--- src/verilog/node_ram.sv ---
`timescale 1ns/1ns
`default_nettype none

module node_ram #(
    parameter type ram_word_t = logic [7:0],
    parameter int  ADDR_W     = 8
) (
    input  wire              i_clk,
    input  wire              i_reset,
    // Write port
    input  wire              i_wr_en,
    input  wire [ADDR_W-1:0] i_wr_addr,
    input  wire ram_word_t   i_wr_data,
    // Read port
    input  wire              i_rd_en,
    input  wire [ADDR_W-1:0] i_rd_addr,
    output ram_word_t        o_rd_data
);

localparam int DEPTH = 1 << ADDR_W;

ram_word_t mem_q [DEPTH];

// Write lands on the clock edge
always_ff @(posedge i_clk) begin : ff_write
    if (i_wr_en) begin
        mem_q[i_wr_addr] <= i_wr_data;
    end
end

// Read data appears next cycle
// Output holds while no read is enabled
always_ff @(posedge i_clk) begin : ff_read
    if (i_reset) begin
        o_rd_data <= '0;
    end else if (i_rd_en) begin
        o_rd_data <= mem_q[i_rd_addr];
    end
end

endmodule

`default_nettype wire

--- config.mk ---
export PLATFORM = sky130hd
export DESIGN_NAME = node_ram
export DESIGN_NICKNAME = d
export VERILOG_FILES = /design/src/verilog/node_ram.sv
export SDC_FILE = /design/constraint.sdc
export NUM_CORES = 2
export LEC_CHECK = 0
export ABC_AREA = 1
export BUFFER_PORTS_ARGS = -buffer_cell sky130_fd_sc_hd__buf_2
export CAP_MARGIN = 5
export CORE_MARGIN = 2
export CORE_UTILIZATION = 35
export DETAILED_ROUTE_END_ITERATION = 10
export GPL_TIMING_DRIVEN = 0
export PLACE_DENSITY_LB_ADDON = 0.3
export REMOVE_ABC_BUFFERS = 1
export SLEW_MARGIN = 5
export SYNTH_ARGS = -nofsm -noshare
export SYNTH_HDL_FRONTEND = slang
export SYNTH_SLANG_ARGS = --single-unit
--- constraint.sdc ---
create_clock -name i_clk -period 2.2 [get_ports i_clk]
set_input_delay 0.44 -clock i_clk [delete_from_list [all_inputs] [get_ports i_clk]]
set_output_delay 0.44 -clock i_clk [all_outputs]
set_load 0.05 [all_outputs]
---- After elaboration in Yosys (flattened, before gate mapping) ----
Memories as Yosys holds them, arrays and structs flattened. A register that Yosys moved wholly into a read port is not among the register bits.
Cells that the tools add are included.
cells by class
  $add $sub $neg .......................... 0
  multiply operators ...................... 0
  div/mod/pow operators ................... 0
  $lt $le $gt $ge ......................... 0
  eq/ne operators ......................... 0
  shift-type cells ........................ 0
  mux-type cells .......................... 2
  bitwise gates (word level) .............. 0
  reduce and logical (&&, ||, !) cells .... 0
operator list
  operator           count
  1-bit two-way mux  2
word-level totals
  register bits after elaboration ......... 0
  bits in latches ......................... 0
  bits in writable memories ............... 2048
  ROM bits ................................ 0
  input bits .............................. 28
  output and inout bits ................... 8
  memories ................................ 1
memories
  memory  words  width  rd ports  clocked after memory_dff  wr ports  line  source
  mem_q   256    8      1         1                         1         22    ram_word_t mem_q [DEPTH];

---- Logic depth before layout (Yosys ltp) ----
  depth after elaboration ................. 2
  mapped depth ............................ 17

---- Least setup slack after synthesis ----
OpenSTA, ideal clock, no wires.
  kind .................................... input -> register
  from .................................... input port i_wr_en
  to ...................................... memory mem_q[162][0] (netlist bit) (enable)
  arrival time ............................ 1.561 ns
  slack ................................... 0.269 ns
  stages on the path ...................... 4
  buffers on the path ..................... 2
  cells stage by stage .................... clkbuf_1 nand3_1 clkbuf_1 nor2_1
between the ends
  cells in the longest elaborated chain, start to end .. 2
ends and longest elaborated chain
  what                                     line  source
  from (decl)                              11    input wire i_wr_en,
  1-bit two-way mux                        26    if (i_wr_en) begin
  1-bit two-way mux (not written as such)  27    mem_q[i_wr_addr] <= i_wr_data;
  to (decl)                                22
No other way between the ends.

---- Worst setup path in the final report ----
  from .................................... input port i_wr_addr[4]
  to ...................................... memory mem_q[87][1] (netlist bit) (enable)
RTL lines
  what         line  source
  from (decl)  12    input wire [ADDR_W-1:0] i_wr_addr,
Straight into the memory's write port.

==> results.json <==
{
  "status": "finished, violations left",
  "violations": "negative setup slack",
  "hold_viol": 0,
  "clkSinkCount": 2056,
  "cts_tree": "done",
  "crit_chain": "buf_2 -> inv_1 -> nor2_2 -> nand2_1 -> nor2_1",
  "crit_slowest_cell": "nor2_1",
  "critPathTopFamily": "simple AND/OR/NAND/NOR gates",
  "die_height_um": 492.5,
  "die_w_um": 492.5,
  "grt_pass1_vias": 51700,
  "ctsRootBufferMaster": "clkbuf_16",
  "grt_pass1_wl_um": 364500,
  "max_stage_delay_ns": 0.81,
  "synthCells": 7038,
  "clk_latency_ns": 0.85,
  "synth_top_cells_by_area": "edfxtp_1, nand3_1, nand2_1, buf_2, nor2_1",
  "cp.arrival_ns": 2.79,
  "power_density_nw_per_um2": 850.8,
  "min_to": "mem_q[97][6]",
  "htreeDepth": 4,
  "drt_pass1_iterations": 8,
  "viasPerCell": 5.351,
  "tightest_slew_ns": 1.103,
  "final_core_util_pct": 40.66,
  "synth_edf_count": 2048,
  "finalMaxSlewViolations": 0,
  "core_area_sq_um": 237600,
  "start_kind": "input port",
  "initial_core_util_pct": 35.15,
  "fp-row-count": 179,
  "finalClockSkew_ns": 0.04840,
  "synth.largest_area_cell": "edfxtp_1",
  "drtIter0Drc": 6861,
  "maxCapViolations": 0,
  "syn_area_sq_um": 83520,
  "max-vdd-ir-drop_mv": 0.6420,
  "vias": 55180,
  "max-slew-margin-rel_pct": 26.39,
  "gp_congestion": 0.7874,
  "r2r-start": "mem_q[115][5]",
  "yosys_register_bits": 2056,
  "setup_viol": 298,
  "ys.flop_type": "edfxtp_1",
  "wl_um": 256300,
  "async_flop_share_pct": 0,
  "gr-total-overflow": 0,
  "io_buffers": 35,
  "final_cell_area_sq_um": 96630,
  "placed_area_sq_um": 87080,
  "grt_setup_unrepaired": "yes",
  "dp_hpwl_um": 126200,
  "hp-start": "i_wr_data[6]",
  "clkSlewWorstSetupHoldPaths_ns": 0.06,
  "required_ns": 2.66,
  "grt_use_total_pct": 20.32,
  "r2r-end": "o_rd_data[5]",
  "ff2ff_setup_slack_ns": 0.17,
  "nNetsFinal": 6998,
  "io_pins": 36,
  "timing.final.ws_setup_ns": -0.1269,
  "synth_top_area_share_pct": 73.63,
  "drtAntennaViolNets": 0,
  "power.leakage_uw": 0.03327,
  "wl_per_cell_um": 24.85,
  "worstHoldPathCells": 1,
  "grt_antenna_before_repair": 14,
  "fin_crit_sh_pct": 105.8,
  "ys_warn_count": 0,
  "worstSetupEndpointType": "flop",
  "holdCritPathClass": "in -> reg",
  "critPathMaxFanout": 16,
  "crit_buf_inv": 2,
  "drc": 0,
  "fin_crit_ns": 2.327,
  "cts-buffers-inserted": 197,
  "avgSynthCellArea_sq_um": 11.87,
  "criticalPathCategory": "in -> reg",
  "die_area_sq_um": 242600,
  "yosysSeqAreaShare_pct": 73.82,
  "area_growth_pct": 15.69,
  "synth_most_common_cell": "nand2_1",
  "fmax_mhz": 429.8,
  "grt_start_max_net_pins": 180,
  "drive_above_1_share_pct": 9.134,
  "cp_num_cells": 5,
  "clockBufferDepth": 3,
  "yosys-top-cells-count": "nand2_1, edfxtp_1, nand3_1",
  "worstRegToRegCells": 12,
  "synth.distinct_cells": 14
}
cell type report:
class	instances	area, sq um
fillers	22000	141000
flip-flops and latches	2056	61660
multi-input cells	4449	19960
clock buffers	261	5213
repair buffers	210	4577
well taps	3167	3963
clock inverters	106	893.4
inverters	47	264.0
repair inverters	9	81.33
diodes	8	20.02
through the flow:
step | hold slack, ns | setup WS [ns] | TNS (ns) | power [uW] | instances
floorplan | 0.5389 | -3.986 | -31.80 | 46360 | 6552
CTS | 0.005806 | -0.03496 | -0.1299 | 82250 | 10280
global placement | 0.5449 | -61.21 | -9240.48 | 49760 | 9754
detailed placement | 0.5392 | -3.500 | -1948.61 | 48980 | 9818
finish | 0.01448 | -0.1269 | -19.95 | 82220 | 10310
global route | 0.009591 | -0.08280 | -12.33 | 84390 | 10310
layer usage:
| layer | track usage (%) | share of wire (%) | vias up |
|---|---|---|---|
| li1 | - | - | 24920 |
| met1 | 28.28 | 42 | 27390 |
| met2 | 31.83 | 46 | 2448 |
| met3 | 3.832 | 8.7 | 428 |
| met4 | 7.143 | 3.6 | 2 |
| met5 | 0 | 0.0051 | - |
where the power goes:
| part | leakage (uW) | internal (uW) | switching (uW) |
|---|---|---|---|
| sequential | 0.0185 | 43200 | 23.4 |
| combinational | 0.0118 | 1760 | 4320 |
| clock | 0.00298 | 18000 | 14900 |
sequential cells by signal, summed over array words and instances (netlist names):
name,flops
mem_q,2048
o_rd_data,8
repair_timing:
item	CTS	global route
endpoints found under the setup margin	1454	257
hold buffers	5	0
resized for setup	169	46
pin swaps	4	16
endpoints found under the hold margin	72	0
buffers inserted	17	17
gates cloned	69	12
worst max path at each step:
stage                              end    startpoint  slack (ns)
after floorplan           o_rd_data[3]  i_rd_addr[0]       -3.99
after global placement    o_rd_data[1]  i_rd_addr[0]      -61.21
after detailed placement  o_rd_data[2]  i_rd_addr[0]       -3.50
after CTS                 mem_q[87][1]  i_wr_addr[4]       -0.03
after global routing      mem_q[30][2]  i_wr_addr[4]       -0.08
final                     mem_q[87][1]  i_wr_addr[4]       -0.13
layout by cell type (no fill, tap or decap), types with 42 or more instances in the layout:
| cell | count |
|---|---|
| buf_16 | 74 |
| bufbuf_16 | 42 |
| clkbuf_1 | 62 |
| clkbuf_16 | 210 |
| clkinv_1 | 49 |
| edfxtp_1 | 2048 |
| nand2_1 | 2095 |
| nand3_1 | 1960 |
| nand3_2 | 57 |
| nor2_1 | 218 |
| nor2_2 | 80 |
worst register-to-register path: cells and delay by family, from the launching register on:
family | cells | cell delay [ns]
AND/OR/NAND/NOR | 11 | 1.56
flip-flops | 1 | 0.36
buffers and inverters | 1 | 0.04
kinds of logic after synthesis:
| family | Yosys count | synth area share [%] |
|---|---|---|
| AND/OR/NAND/NOR | 4449 | 23.03 |
| flip-flops | 2056 | 73.82 |
| buffers and inverters | 533 | 3.146 |
Note: power is estimated with default switching activity, not from simulation.
