`src/verilog/node_defines.svh`:
```
`ifndef NODE_DEFINES_SVH
`define NODE_DEFINES_SVH

// Instruction RAM address width
// 256 instruction slots
`define NODE_INST_ADDR_W 8

// Data RAM byte address width
// 256 bytes
`define NODE_DATA_ADDR_W 8

// Register file depth
// R7 doubles as the TRUTH accumulator
`define NODE_REG_COUNT 8

// Instruction word width
`define NODE_INST_W 32

`endif

```
`src/verilog/node_pkg.sv`:
```
`default_nettype none

`include "node_defines.svh"

package node_pkg;

// ==============================
// Encodings
// ==============================

typedef enum logic [1:0] {
    OP_PAUSE   = 2'd0,
    OP_TRUTH   = 2'd1,
    OP_SHUFFLE = 2'd2,
    OP_MEMORY  = 2'd3
} opcode_t;

// Modes of the memory operation
typedef enum logic [1:0] {
    MEM_LOAD  = 2'd0,
    MEM_STORE = 2'd1,
    MEM_SEND  = 2'd2
} mem_mode_t;

typedef logic [$clog2(`NODE_REG_COUNT)-1:0] reg_idx_t;

// ==============================
// Messages
// ==============================

typedef struct packed {
    logic [3:0] row;
    logic [3:0] column;
} node_id_t;

typedef struct packed {
    node_id_t                    target;
    logic [`NODE_DATA_ADDR_W-1:0] address;
    logic [7:0]                  data;
} node_message_t;

// ==============================
// Instruction views
// ==============================

// Opcode always in the top two bits
typedef struct packed {
    opcode_t                op;
    logic                   idle;
    logic                   pc0;
    logic [`NODE_INST_W-5:0] padding;
} inst_pause_t;

// Three bit picks index the lookup table
typedef struct packed {
    opcode_t                 op;
    reg_idx_t                src_a;
    reg_idx_t                src_b;
    reg_idx_t                src_c;
    logic [2:0]              mux_0;
    logic [2:0]              mux_1;
    logic [2:0]              mux_2;
    logic [7:0]              lut;
    logic [`NODE_INST_W-29:0] padding;
} inst_truth_t;

// Output bit N taken from source bit mux_N
typedef struct packed {
    opcode_t    op;
    reg_idx_t   src;
    reg_idx_t   tgt;
    logic [2:0] mux_0;
    logic [2:0] mux_1;
    logic [2:0] mux_2;
    logic [2:0] mux_3;
    logic [2:0] mux_4;
    logic [2:0] mux_5;
    logic [2:0] mux_6;
    logic [2:0] mux_7;
} inst_shuffle_t;

// reg_sel is the target for LOAD and the source for STORE and SEND
typedef struct packed {
    opcode_t                      op;
    mem_mode_t                    mode;
    reg_idx_t                     reg_sel;
    logic [`NODE_DATA_ADDR_W-1:0] address;
    node_id_t                     send_tgt;
    logic [`NODE_INST_W-24:0]     padding;
} inst_memory_t;

typedef union packed {
    inst_pause_t   pause;
    inst_truth_t   truth;
    inst_shuffle_t shuffle;
    inst_memory_t  memory;
} instruction_t;

endpackage

`default_nettype wire

```
`src/verilog/node_core.sv`:
```
`timescale 1ns/1ns
`default_nettype none

`include "node_defines.svh"

module node_core (
    input  wire                          i_clk,
    input  wire                          i_reset,
    // Control
    input  wire                          i_trigger,
    output logic                         o_idle,
    // Instruction RAM
    output logic [`NODE_INST_ADDR_W-1:0] o_inst_addr,
    output logic                         o_inst_rd_en,
    input  wire node_pkg::instruction_t  i_inst_rd_data,
    // Data RAM
    output logic [`NODE_DATA_ADDR_W-1:0] o_data_addr,
    output logic                         o_data_rd_en,
    output logic                         o_data_wr_en,
    output logic [7:0]                   o_data_wr_data,
    input  wire [7:0]                    i_data_rd_data,
    // Outbound messages
    output node_pkg::node_message_t      o_send_data,
    output logic                         o_send_valid,
    input  wire                          i_send_ready
);

// Operand slots A, B, C and the accumulator
localparam int OPND_N = 4;
localparam int OPND_7 = 3;
localparam node_pkg::reg_idx_t ACC_IDX = node_pkg::reg_idx_t'(`NODE_REG_COUNT - 1);

// ==============================
// Signals
// ==============================

logic [7:0]                   regfile_q [`NODE_REG_COUNT];
logic                         pause_q;
logic                         idle_q;
logic                         pc0_q;
logic [`NODE_INST_ADDR_W-1:0] fetch_pc_q;
logic                         fetch_valid_q;
logic                         send_block;
logic                         stall;

// Decode
node_pkg::opcode_t                  dcd_op;
logic                               dcd_valid;
node_pkg::reg_idx_t [OPND_N-1:0]    dcd_src;
node_pkg::reg_idx_t                 dcd_tgt;
logic [OPND_N-1:0][7:0]             dcd_val;
logic [OPND_N-1:0]                  dcd_ovr;
logic [OPND_N-1:0]                  dcd_fwd;
node_pkg::instruction_t             dcd_instr_q;
logic                               dcd_is_pause_q;
logic                               dcd_is_truth_q;
logic                               dcd_is_shuffle_q;
logic                               dcd_is_load_q;
logic                               dcd_is_store_q;
logic                               dcd_is_send_q;
node_pkg::reg_idx_t                 dcd_tgt_q;
logic [OPND_N-1:0][7:0]             dcd_val_q;
logic [OPND_N-1:0]                  dcd_ovr_q;
logic [OPND_N-1:0]                  dcd_fwd_q;

// Execute
logic [OPND_N-1:0][7:0]   exe_val;
logic                     exe_pause;
logic [2:0]               exe_truth_sel;
logic [7:0]               exe_result_truth;
logic [7:0]               exe_result_shuffle;
logic [7:0]               exe_result;
node_pkg::node_message_t  exe_message;

// Commit
node_pkg::reg_idx_t       exe_tgt_q;
logic                     exe_cmt_ld_q;
logic                     exe_cmt_res_q;
logic [7:0]               exe_result_q;
logic                     cmt_valid;
logic [7:0]               cmt_value;
node_pkg::node_message_t  send_data_q;
logic                     send_valid_q;

// ==============================
// Fetch and flow control
// ==============================

// Held message blocks everything behind it
assign send_block = send_valid_q && !i_send_ready;
assign stall      = pause_q || send_block;

// PAUSE acts only when execute advances
assign exe_pause = dcd_is_pause_q && !send_block;

// While blocked re-read the word sitting in decode
always_comb begin : comb_fetch_addr
    if (send_block) begin
        o_inst_addr = fetch_pc_q - 1'b1;
    end else begin
        o_inst_addr = fetch_pc_q;
    end
end

assign o_inst_rd_en = !pause_q;
assign o_idle       = idle_q;

always_ff @(posedge i_clk) begin : ff_fetch
    if (i_reset) begin
        pause_q       <= 1'b1;
        idle_q        <= 1'b1;
        pc0_q         <= 1'b0;
        fetch_pc_q    <= '0;
        fetch_valid_q <= 1'b0;
    end else if (pause_q) begin
        fetch_valid_q <= 1'b0;
        // Release on trigger
        if (i_trigger) begin
            pause_q <= 1'b0;
            idle_q  <= 1'b0;
            pc0_q   <= 1'b0;
            if (pc0_q) begin
                fetch_pc_q <= '0;
            end
        end
    end else if (exe_pause) begin
        pause_q       <= 1'b1;
        idle_q        <= dcd_instr_q.pause.idle;
        pc0_q         <= dcd_instr_q.pause.pc0;
        // Two words in flight behind PAUSE
        // Resume right after it
        fetch_pc_q    <= fetch_pc_q - 1'b1;
        fetch_valid_q <= 1'b0;
    end else if (!send_block) begin
        fetch_pc_q    <= fetch_pc_q + 1'b1;
        fetch_valid_q <= 1'b1;
    end
end

// ==============================
// Decode
// ==============================

// Squash the word fetched behind a PAUSE
assign dcd_op    = i_inst_rd_data.pause.op;
assign dcd_valid = fetch_valid_q && !dcd_is_pause_q;

always_comb begin : comb_dcd_index
    // SHUFFLE src shares the bits of TRUTH src_a
    case (dcd_op)
        node_pkg::OP_MEMORY: dcd_src[0] = i_inst_rd_data.memory.reg_sel;
        default:             dcd_src[0] = i_inst_rd_data.truth.src_a;
    endcase
    dcd_src[1]      = i_inst_rd_data.truth.src_b;
    dcd_src[2]      = i_inst_rd_data.truth.src_c;
    dcd_src[OPND_7] = ACC_IDX;
    // TRUTH always lands in R7
    case (dcd_op)
        node_pkg::OP_TRUTH:   dcd_tgt = ACC_IDX;
        node_pkg::OP_SHUFFLE: dcd_tgt = i_inst_rd_data.shuffle.tgt;
        default:              dcd_tgt = i_inst_rd_data.memory.reg_sel;
    endcase
end

// Commit value forwarded here
// Younger producers flagged for execute
assign cmt_valid = exe_cmt_ld_q || exe_cmt_res_q;
assign cmt_value = exe_cmt_ld_q ? i_data_rd_data : exe_result_q;

always_comb begin : comb_dcd_operands
    for (int i = 0; i < OPND_N; i++) begin
        if (cmt_valid && (exe_tgt_q == dcd_src[i])) begin
            dcd_val[i] = cmt_value;
        end else begin
            dcd_val[i] = regfile_q[dcd_src[i]];
        end
        // Load in execute returns data next cycle
        dcd_ovr[i] = dcd_is_load_q && (dcd_tgt_q == dcd_src[i]);
        // TRUTH or SHUFFLE in execute
        dcd_fwd[i] = (dcd_is_truth_q || dcd_is_shuffle_q) && (dcd_tgt_q == dcd_src[i]);
    end
end

always_ff @(posedge i_clk) begin : ff_decode_ctrl
    if (i_reset) begin
        dcd_is_pause_q   <= 1'b0;
        dcd_is_truth_q   <= 1'b0;
        dcd_is_shuffle_q <= 1'b0;
        dcd_is_load_q    <= 1'b0;
        dcd_is_store_q   <= 1'b0;
        dcd_is_send_q    <= 1'b0;
    end else if (!stall) begin
        dcd_is_pause_q   <= dcd_valid && (dcd_op == node_pkg::OP_PAUSE);
        dcd_is_truth_q   <= dcd_valid && (dcd_op == node_pkg::OP_TRUTH);
        dcd_is_shuffle_q <= dcd_valid && (dcd_op == node_pkg::OP_SHUFFLE);
        dcd_is_load_q    <= dcd_valid && (dcd_op == node_pkg::OP_MEMORY) &&
                            (i_inst_rd_data.memory.mode == node_pkg::MEM_LOAD);
        dcd_is_store_q   <= dcd_valid && (dcd_op == node_pkg::OP_MEMORY) &&
                            (i_inst_rd_data.memory.mode == node_pkg::MEM_STORE);
        dcd_is_send_q    <= dcd_valid && (dcd_op == node_pkg::OP_MEMORY) &&
                            (i_inst_rd_data.memory.mode == node_pkg::MEM_SEND);
    end
end

always_ff @(posedge i_clk) begin : ff_decode_data
    if (!stall) begin
        dcd_instr_q <= i_inst_rd_data;
        dcd_tgt_q   <= dcd_tgt;
        dcd_val_q   <= dcd_val;
        dcd_ovr_q   <= dcd_ovr;
        dcd_fwd_q   <= dcd_fwd;
    end
end

// ==============================
// Execute
// ==============================

// Load data beats execute result
always_comb begin : comb_exe_operands
    for (int i = 0; i < OPND_N; i++) begin
        if (dcd_ovr_q[i]) begin
            exe_val[i] = i_data_rd_data;
        end else if (dcd_fwd_q[i]) begin
            exe_val[i] = exe_result_q;
        end else begin
            exe_val[i] = dcd_val_q[i];
        end
    end
end

// TRUTH picks one bit per source
assign exe_truth_sel = {
    exe_val[2][dcd_instr_q.truth.mux_2],
    exe_val[1][dcd_instr_q.truth.mux_1],
    exe_val[0][dcd_instr_q.truth.mux_0]
};
assign exe_result_truth = {exe_val[OPND_7][6:0], dcd_instr_q.truth.lut[exe_truth_sel]};

// SHUFFLE
assign exe_result_shuffle[0] = exe_val[0][dcd_instr_q.shuffle.mux_0];
assign exe_result_shuffle[1] = exe_val[0][dcd_instr_q.shuffle.mux_1];
assign exe_result_shuffle[2] = exe_val[0][dcd_instr_q.shuffle.mux_2];
assign exe_result_shuffle[3] = exe_val[0][dcd_instr_q.shuffle.mux_3];
assign exe_result_shuffle[4] = exe_val[0][dcd_instr_q.shuffle.mux_4];
assign exe_result_shuffle[5] = exe_val[0][dcd_instr_q.shuffle.mux_5];
assign exe_result_shuffle[6] = exe_val[0][dcd_instr_q.shuffle.mux_6];
assign exe_result_shuffle[7] = exe_val[0][dcd_instr_q.shuffle.mux_7];

assign exe_result = dcd_is_truth_q ? exe_result_truth : exe_result_shuffle;

// Data RAM access issued from execute
assign o_data_addr    = dcd_instr_q.memory.address;
assign o_data_rd_en   = dcd_is_load_q && !stall;
assign o_data_wr_en   = dcd_is_store_q && !stall;
assign o_data_wr_data = exe_val[0];

always_comb begin : comb_exe_message
    exe_message.target  = dcd_instr_q.memory.send_tgt;
    exe_message.address = dcd_instr_q.memory.address;
    exe_message.data    = exe_val[0];
end

// ==============================
// Commit
// ==============================

always_ff @(posedge i_clk) begin : ff_commit_ctrl
    if (i_reset) begin
        exe_cmt_ld_q  <= 1'b0;
        exe_cmt_res_q <= 1'b0;
        send_valid_q  <= 1'b0;
    end else if (!stall) begin
        exe_cmt_ld_q  <= dcd_is_load_q;
        exe_cmt_res_q <= dcd_is_truth_q || dcd_is_shuffle_q;
        // Previous message has gone out if not stalled
        send_valid_q  <= dcd_is_send_q;
    end
end

always_ff @(posedge i_clk) begin : ff_commit_data
    if (!stall) begin
        exe_tgt_q    <= dcd_tgt_q;
        exe_result_q <= exe_result;
        // Message held under back-pressure
        if (dcd_is_send_q) begin
            send_data_q <= exe_message;
        end
    end
end

assign o_send_data  = send_data_q;
assign o_send_valid = send_valid_q;

// Repeated writes while stalled carry the same value
always_ff @(posedge i_clk) begin : ff_regfile
    if (i_reset) begin
        for (int i = 0; i < `NODE_REG_COUNT; i++) begin
            regfile_q[i] <= '0;
        end
    end else if (cmt_valid) begin
        regfile_q[exe_tgt_q] <= cmt_value;
    end
end

endmodule

`default_nettype wire

```
`config.mk`:
```
export PLATFORM = sky130hd
export DESIGN_NAME = node_core
export DESIGN_NICKNAME = d
export VERILOG_FILES = /design/src/verilog/node_pkg.sv /design/src/verilog/node_core.sv
export VERILOG_INCLUDE_DIRS = /design/src /design/src/verilog
export SDC_FILE = /design/constraint.sdc
export NUM_CORES = 1
export LEC_CHECK = 0
export BUFFER_PORTS_ARGS = -buffer_cell sky130_fd_sc_hd__buf_2
export CAP_MARGIN = 20
export CORE_ASPECT_RATIO = 2
export CORE_MARGIN = 4
export CORE_UTILIZATION = 60
export CTS_CLUSTER_SIZE = 16
export DETAILED_ROUTE_END_ITERATION = 6
export PLACE_DENSITY_LB_ADDON = 0.08
export REMOVE_ABC_BUFFERS = 1
export SYNTH_ARGS = -nofsm -noshare
export SYNTH_HDL_FRONTEND = slang
export SYNTH_SLANG_ARGS = --single-unit
```
`constraint.sdc`:
```
create_clock -name i_clk -period 6.16 [get_ports i_clk]
set_input_delay 0.616 -clock i_clk [delete_from_list [all_inputs] [get_ports i_clk]]
set_output_delay 0.616 -clock i_clk [all_outputs]
set_load 0.02 [all_outputs]
```
# ---- Yosys cells after proc, flatten, opt, wreduce, memory -nomap -nowiden
# Memory sizes are Yosys's and may differ from the RTL's.
# Cells that the tools add are included.
dict set report word_totals {
  regBits 128
  latch_bits 0
  mem_bits_rw 64
  mem_bits_ro 0
  in_bits 44
  out_inout_bits 53
  wordCells 157
  mem_count 1
}
dict set report op_classes {
  n_addsub 2
  mul 0
  div_mod_pow 0
  order_cmp 9
  eq_ne 16
  shifts 0
  muxes 60
  bitwise 1
  reduce_logical 40
}
# memory words word_bits rd rd_clocked_by_memory_dff write_ports line
set mem_list {}
lappend mem_list {regfile_q 8 8 4 0 8 node_core.sv:37} ;# logic [7:0] regfile_q [`NODE_REG_COUNT];
# cell n
set ops {}
lappend ops {{two-way mux 8 bit} 18}
lappend ops {{less-than comparator 3 x 4 -> 1 bit, second input constant} 9}
lappend ops {{binary-select mux 1 bit (select 3 bit)} 11}
lappend ops {{two-way mux 1 bit} 25}
lappend ops {{logical AND 1 bit} 24}
lappend ops {{two-way mux 7 bit} 3}
lappend ops {{== test 3 bit} 6}
lappend ops {{adder 8 x 1 -> 8 bit, second input constant} 1}
lappend ops {{OR reduction 8 bit} 1}
lappend ops {{subtractor 8 x 1 -> 8 bit, second input constant} 1}
lappend ops {{== test 2 bit, second input constant} 3}
lappend ops {{== test 3 bit, second input constant} 2}
lappend ops {{two-way mux 3 bit} 2}
lappend ops {{one-hot mux 3 bit (2 select lines)} 1}
lappend ops {{logical NOT 1 bit} 5}
lappend ops {{== test 2 x 1 -> 1 bit, second input constant} 2}
lappend ops {{logical NOT 2 bit} 2}
lappend ops {{AND reduction 2 bit} 2}
lappend ops {{logical OR 1 bit} 3}
lappend ops {{!= test 3 x 2 -> 1 bit, second input constant} 1}
lappend ops {{AND reduction 3 bit} 1}
lappend ops {{OR reduction 3 bit} 1}
lappend ops {{!= test 2 x 1 -> 1 bit, second input constant} 1}
lappend ops {{!= test 2 bit, second input constant} 1}
lappend ops {{other kinds (2)} 2}

# ---- Logic depth before layout (Yosys ltp)
dict set report depth {
  word_depth 7
  depth_mapped 8
  depth_no_buf 8
}

# ---- Least setup slack after synthesis
# No wires, ideal clock.
dict set report synth_timing {
  kind {input port to flip-flop}
  start {input port i_send_ready}
  end {register send_data_q (netlist bit o_send_data[0]), enable pin}
  setup_ns 0.379
  arrival_time_ns 4.335
  required_ns 5.781
  setup_slack_ns 1.446
  cell_stages 6
  n_path_buf 1
  cell_sequence {nand2b_1 -> nand2_1 -> inv_2 -> clkbuf_1 -> nand2_1 -> inv_1}
}
dict set report synth_between {
  elab_chain_cells 5
}
# item line
set synth_rtl {}
lappend synth_rtl {{start, declared} node_core.sv:25} ;# input wire i_send_ready
lappend synth_rtl {{logical NOT 1 bit} node_core.sv:90} ;# assign send_block = send_valid_q && !i_send_ready;
lappend synth_rtl {{logical AND 1 bit} node_core.sv:90}
lappend synth_rtl {{logical OR 1 bit} node_core.sv:91} ;# assign stall = pause_q || send_block;
lappend synth_rtl {{inverter 1 bit (no source line)} -}
lappend synth_rtl {{AND reduction 2 bit (no source line)} -}
lappend synth_rtl {{end signal, assigned} node_core.sv:287} ;# send_data_q <= exe_message;
lappend synth_rtl {{end, declared} node_core.sv:82} ;# node_pkg::node_message_t send_data_q;
# No other way between the ends.
# A chain may end at the register's enable or synchronous reset.

# ---- Worst setup path after layout
dict set report layout_timing {
  start {register send_valid_q (netlist: o_send_valid)}
  end {output port o_data_rd_en}
}
dict set report layout_between {
  elab_chain_cells 4
}
# item line
set layout_rtl {}
lappend layout_rtl {{start, declared} node_core.sv:83} ;# logic send_valid_q;
lappend layout_rtl {{start signal, assigned} node_core.sv:277} ;# send_valid_q <= dcd_is_send_q;
lappend layout_rtl {{logical AND 1 bit} node_core.sv:90}
lappend layout_rtl {{logical OR 1 bit} node_core.sv:91}
lappend layout_rtl {{logical NOT 1 bit} -}
lappend layout_rtl {{logical AND 1 bit} node_core.sv:254} ;# assign o_data_rd_en = dcd_is_load_q && !stall;
lappend layout_rtl {{end, declared} node_core.sv:18} ;# output logic o_data_rd_en,
# No other way between the ends.

==> metrics.csv <==
metric,value,unit
synth_warnings,0,
postCtsSetupBuffers,0,
fp.dieArea,0.01957,mm2
cts_tree,yes,
maxCapViolCount,0,
final_common_cell,edfxtp_1,
min_period_over_period,57.16,%
path_class,reg2out,
synthDominantCellAreaShare,48.67,%
slew-limit-headroom,29.26,%
fmax,284.0,MHz
drv_slew,0,
clk_latency,430,ps
worstMarginPinSlew,1061,ps
yosysUniqueCellTypes,51,
final.min_clock_period,3521,ps
cts_root_buf,clkbuf_16,
first_iter_violations,479,
hold_viol,0,
endpoint_kind,output pin,
ios,97,
initial_core_util,61.52,%
swShare,25.84,%
n_antenna_cell,0,
synth_edf_count,168,
power_frac_seq,50.3,%
setup.worst_path.start_class,flip-flop,
clockBufferDepth,2,
area_growth,11.00,%
ys.flop_type,edfxtp_1,
p_switching,785.6,uW
cts_resized,0,
finalPower,3041,uW
synthCells,767,
wl,25330,um
cts_max_level,4,
final_cell_mix,"edfxtp_1, nor2_1, buf_2",
pwr-share-clk,35.4,%
power.internal,2255,uW
firstDrtPassIters,7,
cp.required,5540,ps
chipHeight,193.9,um
outcome,finished clean,
clock-sinks,189,
die_w,100.9,um
grt_overflow,0,
synth_area_leaders,"edfxtp_1, mux4_2, dfxtp_1, mux4_1, nor2_1",
critPathMaxFanout,84,
clock_skew,11.11,ps
dpl.hpwl,19040,um
synth_area,0.01037,mm2
syn-mean-instance-area,13.52,um2
gp_congestion,0.9715,
vias,6897,
yosysSeqAreaShare,52.72,%
combPwrFrac,14.3,%
synth_seq_cells,189,
drc,0,
drive_gt1_share,26.24,%
rows,67,
wire_per_inst,23.96,um
cts_buffers,17,
ant_nets,0,
synth_top_cell_by_area,edfxtp_1,
fin_nets,887,
track_usage,26.36,%
async_reset_ff_share,0,%
io_buffers,96,
cts_hold_buffers,0,
path_clk_slew,70,ps
finalSetupTns,0,ps
grt_pass1_vias,7067,
via_per_inst,6.525,
critPathArrivalTime,2900,ps
antenna_found_initial,0,
holdCritPathClass,in2reg,
p_per_area,264.3,mW/mm2
grt_pass1_wl,39080,um
p_leak,0.004252,uW
grt_max_degree,85,
core,0.01685,mm2
rsz0062_at_grt,no,
final-setup-viol-count,0,
ir_drop,0.2032,mV
[worst max-delay path, cell delays in order (launching register included)]
cell and delay [ps]:
dfxtp_1 330, nand2b_1 180, nand2_1 400, clkinv_2 310
buf_4 830, nand2_1 160, inv_1 80, buf_2 160
[power groups by stage]
stage	Sequential (uW)	Clock (uW)	Combinational, uW
2_1_floorplan	1530	0	295
3_3_place_gp	1550	0	414
3_5_place_dp	1550	0	431
4_1_cts	1530	1080	432
5_1_grt	1530	1140	466
6_report	1530	1080	436
[path summary, 6_finish.rpt]
| kind | slack, ps | startpoint | depth (start not counted) | end |
|---|---|---|---|---|
| worst min register to register | 460 | dcd_instr_q[24] | 0 | o_send_data[15] |
| worst max-delay path | 2640 | o_send_valid | 7 | o_data_rd_en |
| worst min-delay path | 360 | i_inst_rd_data[6] | 1 | dcd_instr_q[6] |
| worst max register to register | 3190 | dcd_fwd_q[0] | 7 | exe_result_q[0] |
[logic make-up (layout without fill, tap and decap cells)]
family / count (synthesis) / in the layout / share of synthesized area, %
xor+xnor: 26 / 26 / 2.197
flops: 189 / 189 / 52.72
fa+ha+maj: 6 / 6 / 0.7242
mux: 138 / 138 / 24.70
buf+inv: 79 / 162 / 3.778
compound gates: 104 / 104 / 5.914
simple gates: 225 / 225 / 9.970
[cell type report]
cell class	instances	area (um2)
flip-flops and latches	189	5465
fillers	1215	5344
multi-input cells	499	4522
repair buffers	107	575.6
clock buffers	22	464.2
well taps	207	259.0
inverters	23	113.9
clock inverters	10	106.4
[stage by stage]
step                      worst slack, ps  cell area [um2]  util [%]  std cells  hold WS (ps)
after floorplan                      2813            10090         -        711         425.8
after global routing                 2342            11510     68.29       1057         350.2
final                                2639            11510     68.29       1057         360.4
after global placement               2735            10890     64.60       1020         428.1
after detailed placement             2650            10920     64.78       1024         445.6
after CTS                            2604            11490     68.17       1056         349.1
[registers in the layout, summed over array words and instances, names as in the netlist, 4 cells and up]
name and count:
o_send_data 24, dcd_val_q 31, dcd_fwd_q 4, regfile_q 64
dcd_ovr_q 4, dcd_instr_q 27, exe_result_q 8, fetch_pc_q 8
[routing by layer]
metal  routed length, um  share of wire [%]  GRT usage, %
met3                1089                4.3         3.241
met4                1381                5.5         15.29
met5                   0                  0             0
met1                8705                 34         28.55
met2               14150                 56         47.86
[Yosys cell counts (8+ instances only)]
cell	n
a211oi_1	26
a21oi_1	58
buf_2	8
buf_4	9
clkbuf_1	35
dfxtp_1	21
edfxtp_1	168
inv_1	20
mux2_1	10
mux2_4	8
mux2i_1	32
mux2i_4	10
mux4_1	15
mux4_2	60
nand2_1	43
nand3_1	17
nor2_1	105
nor2b_1	26
nor3_1	9
xnor2_1	16
xor2_1	10
Note: power is estimated with default switching activity, not from simulation.
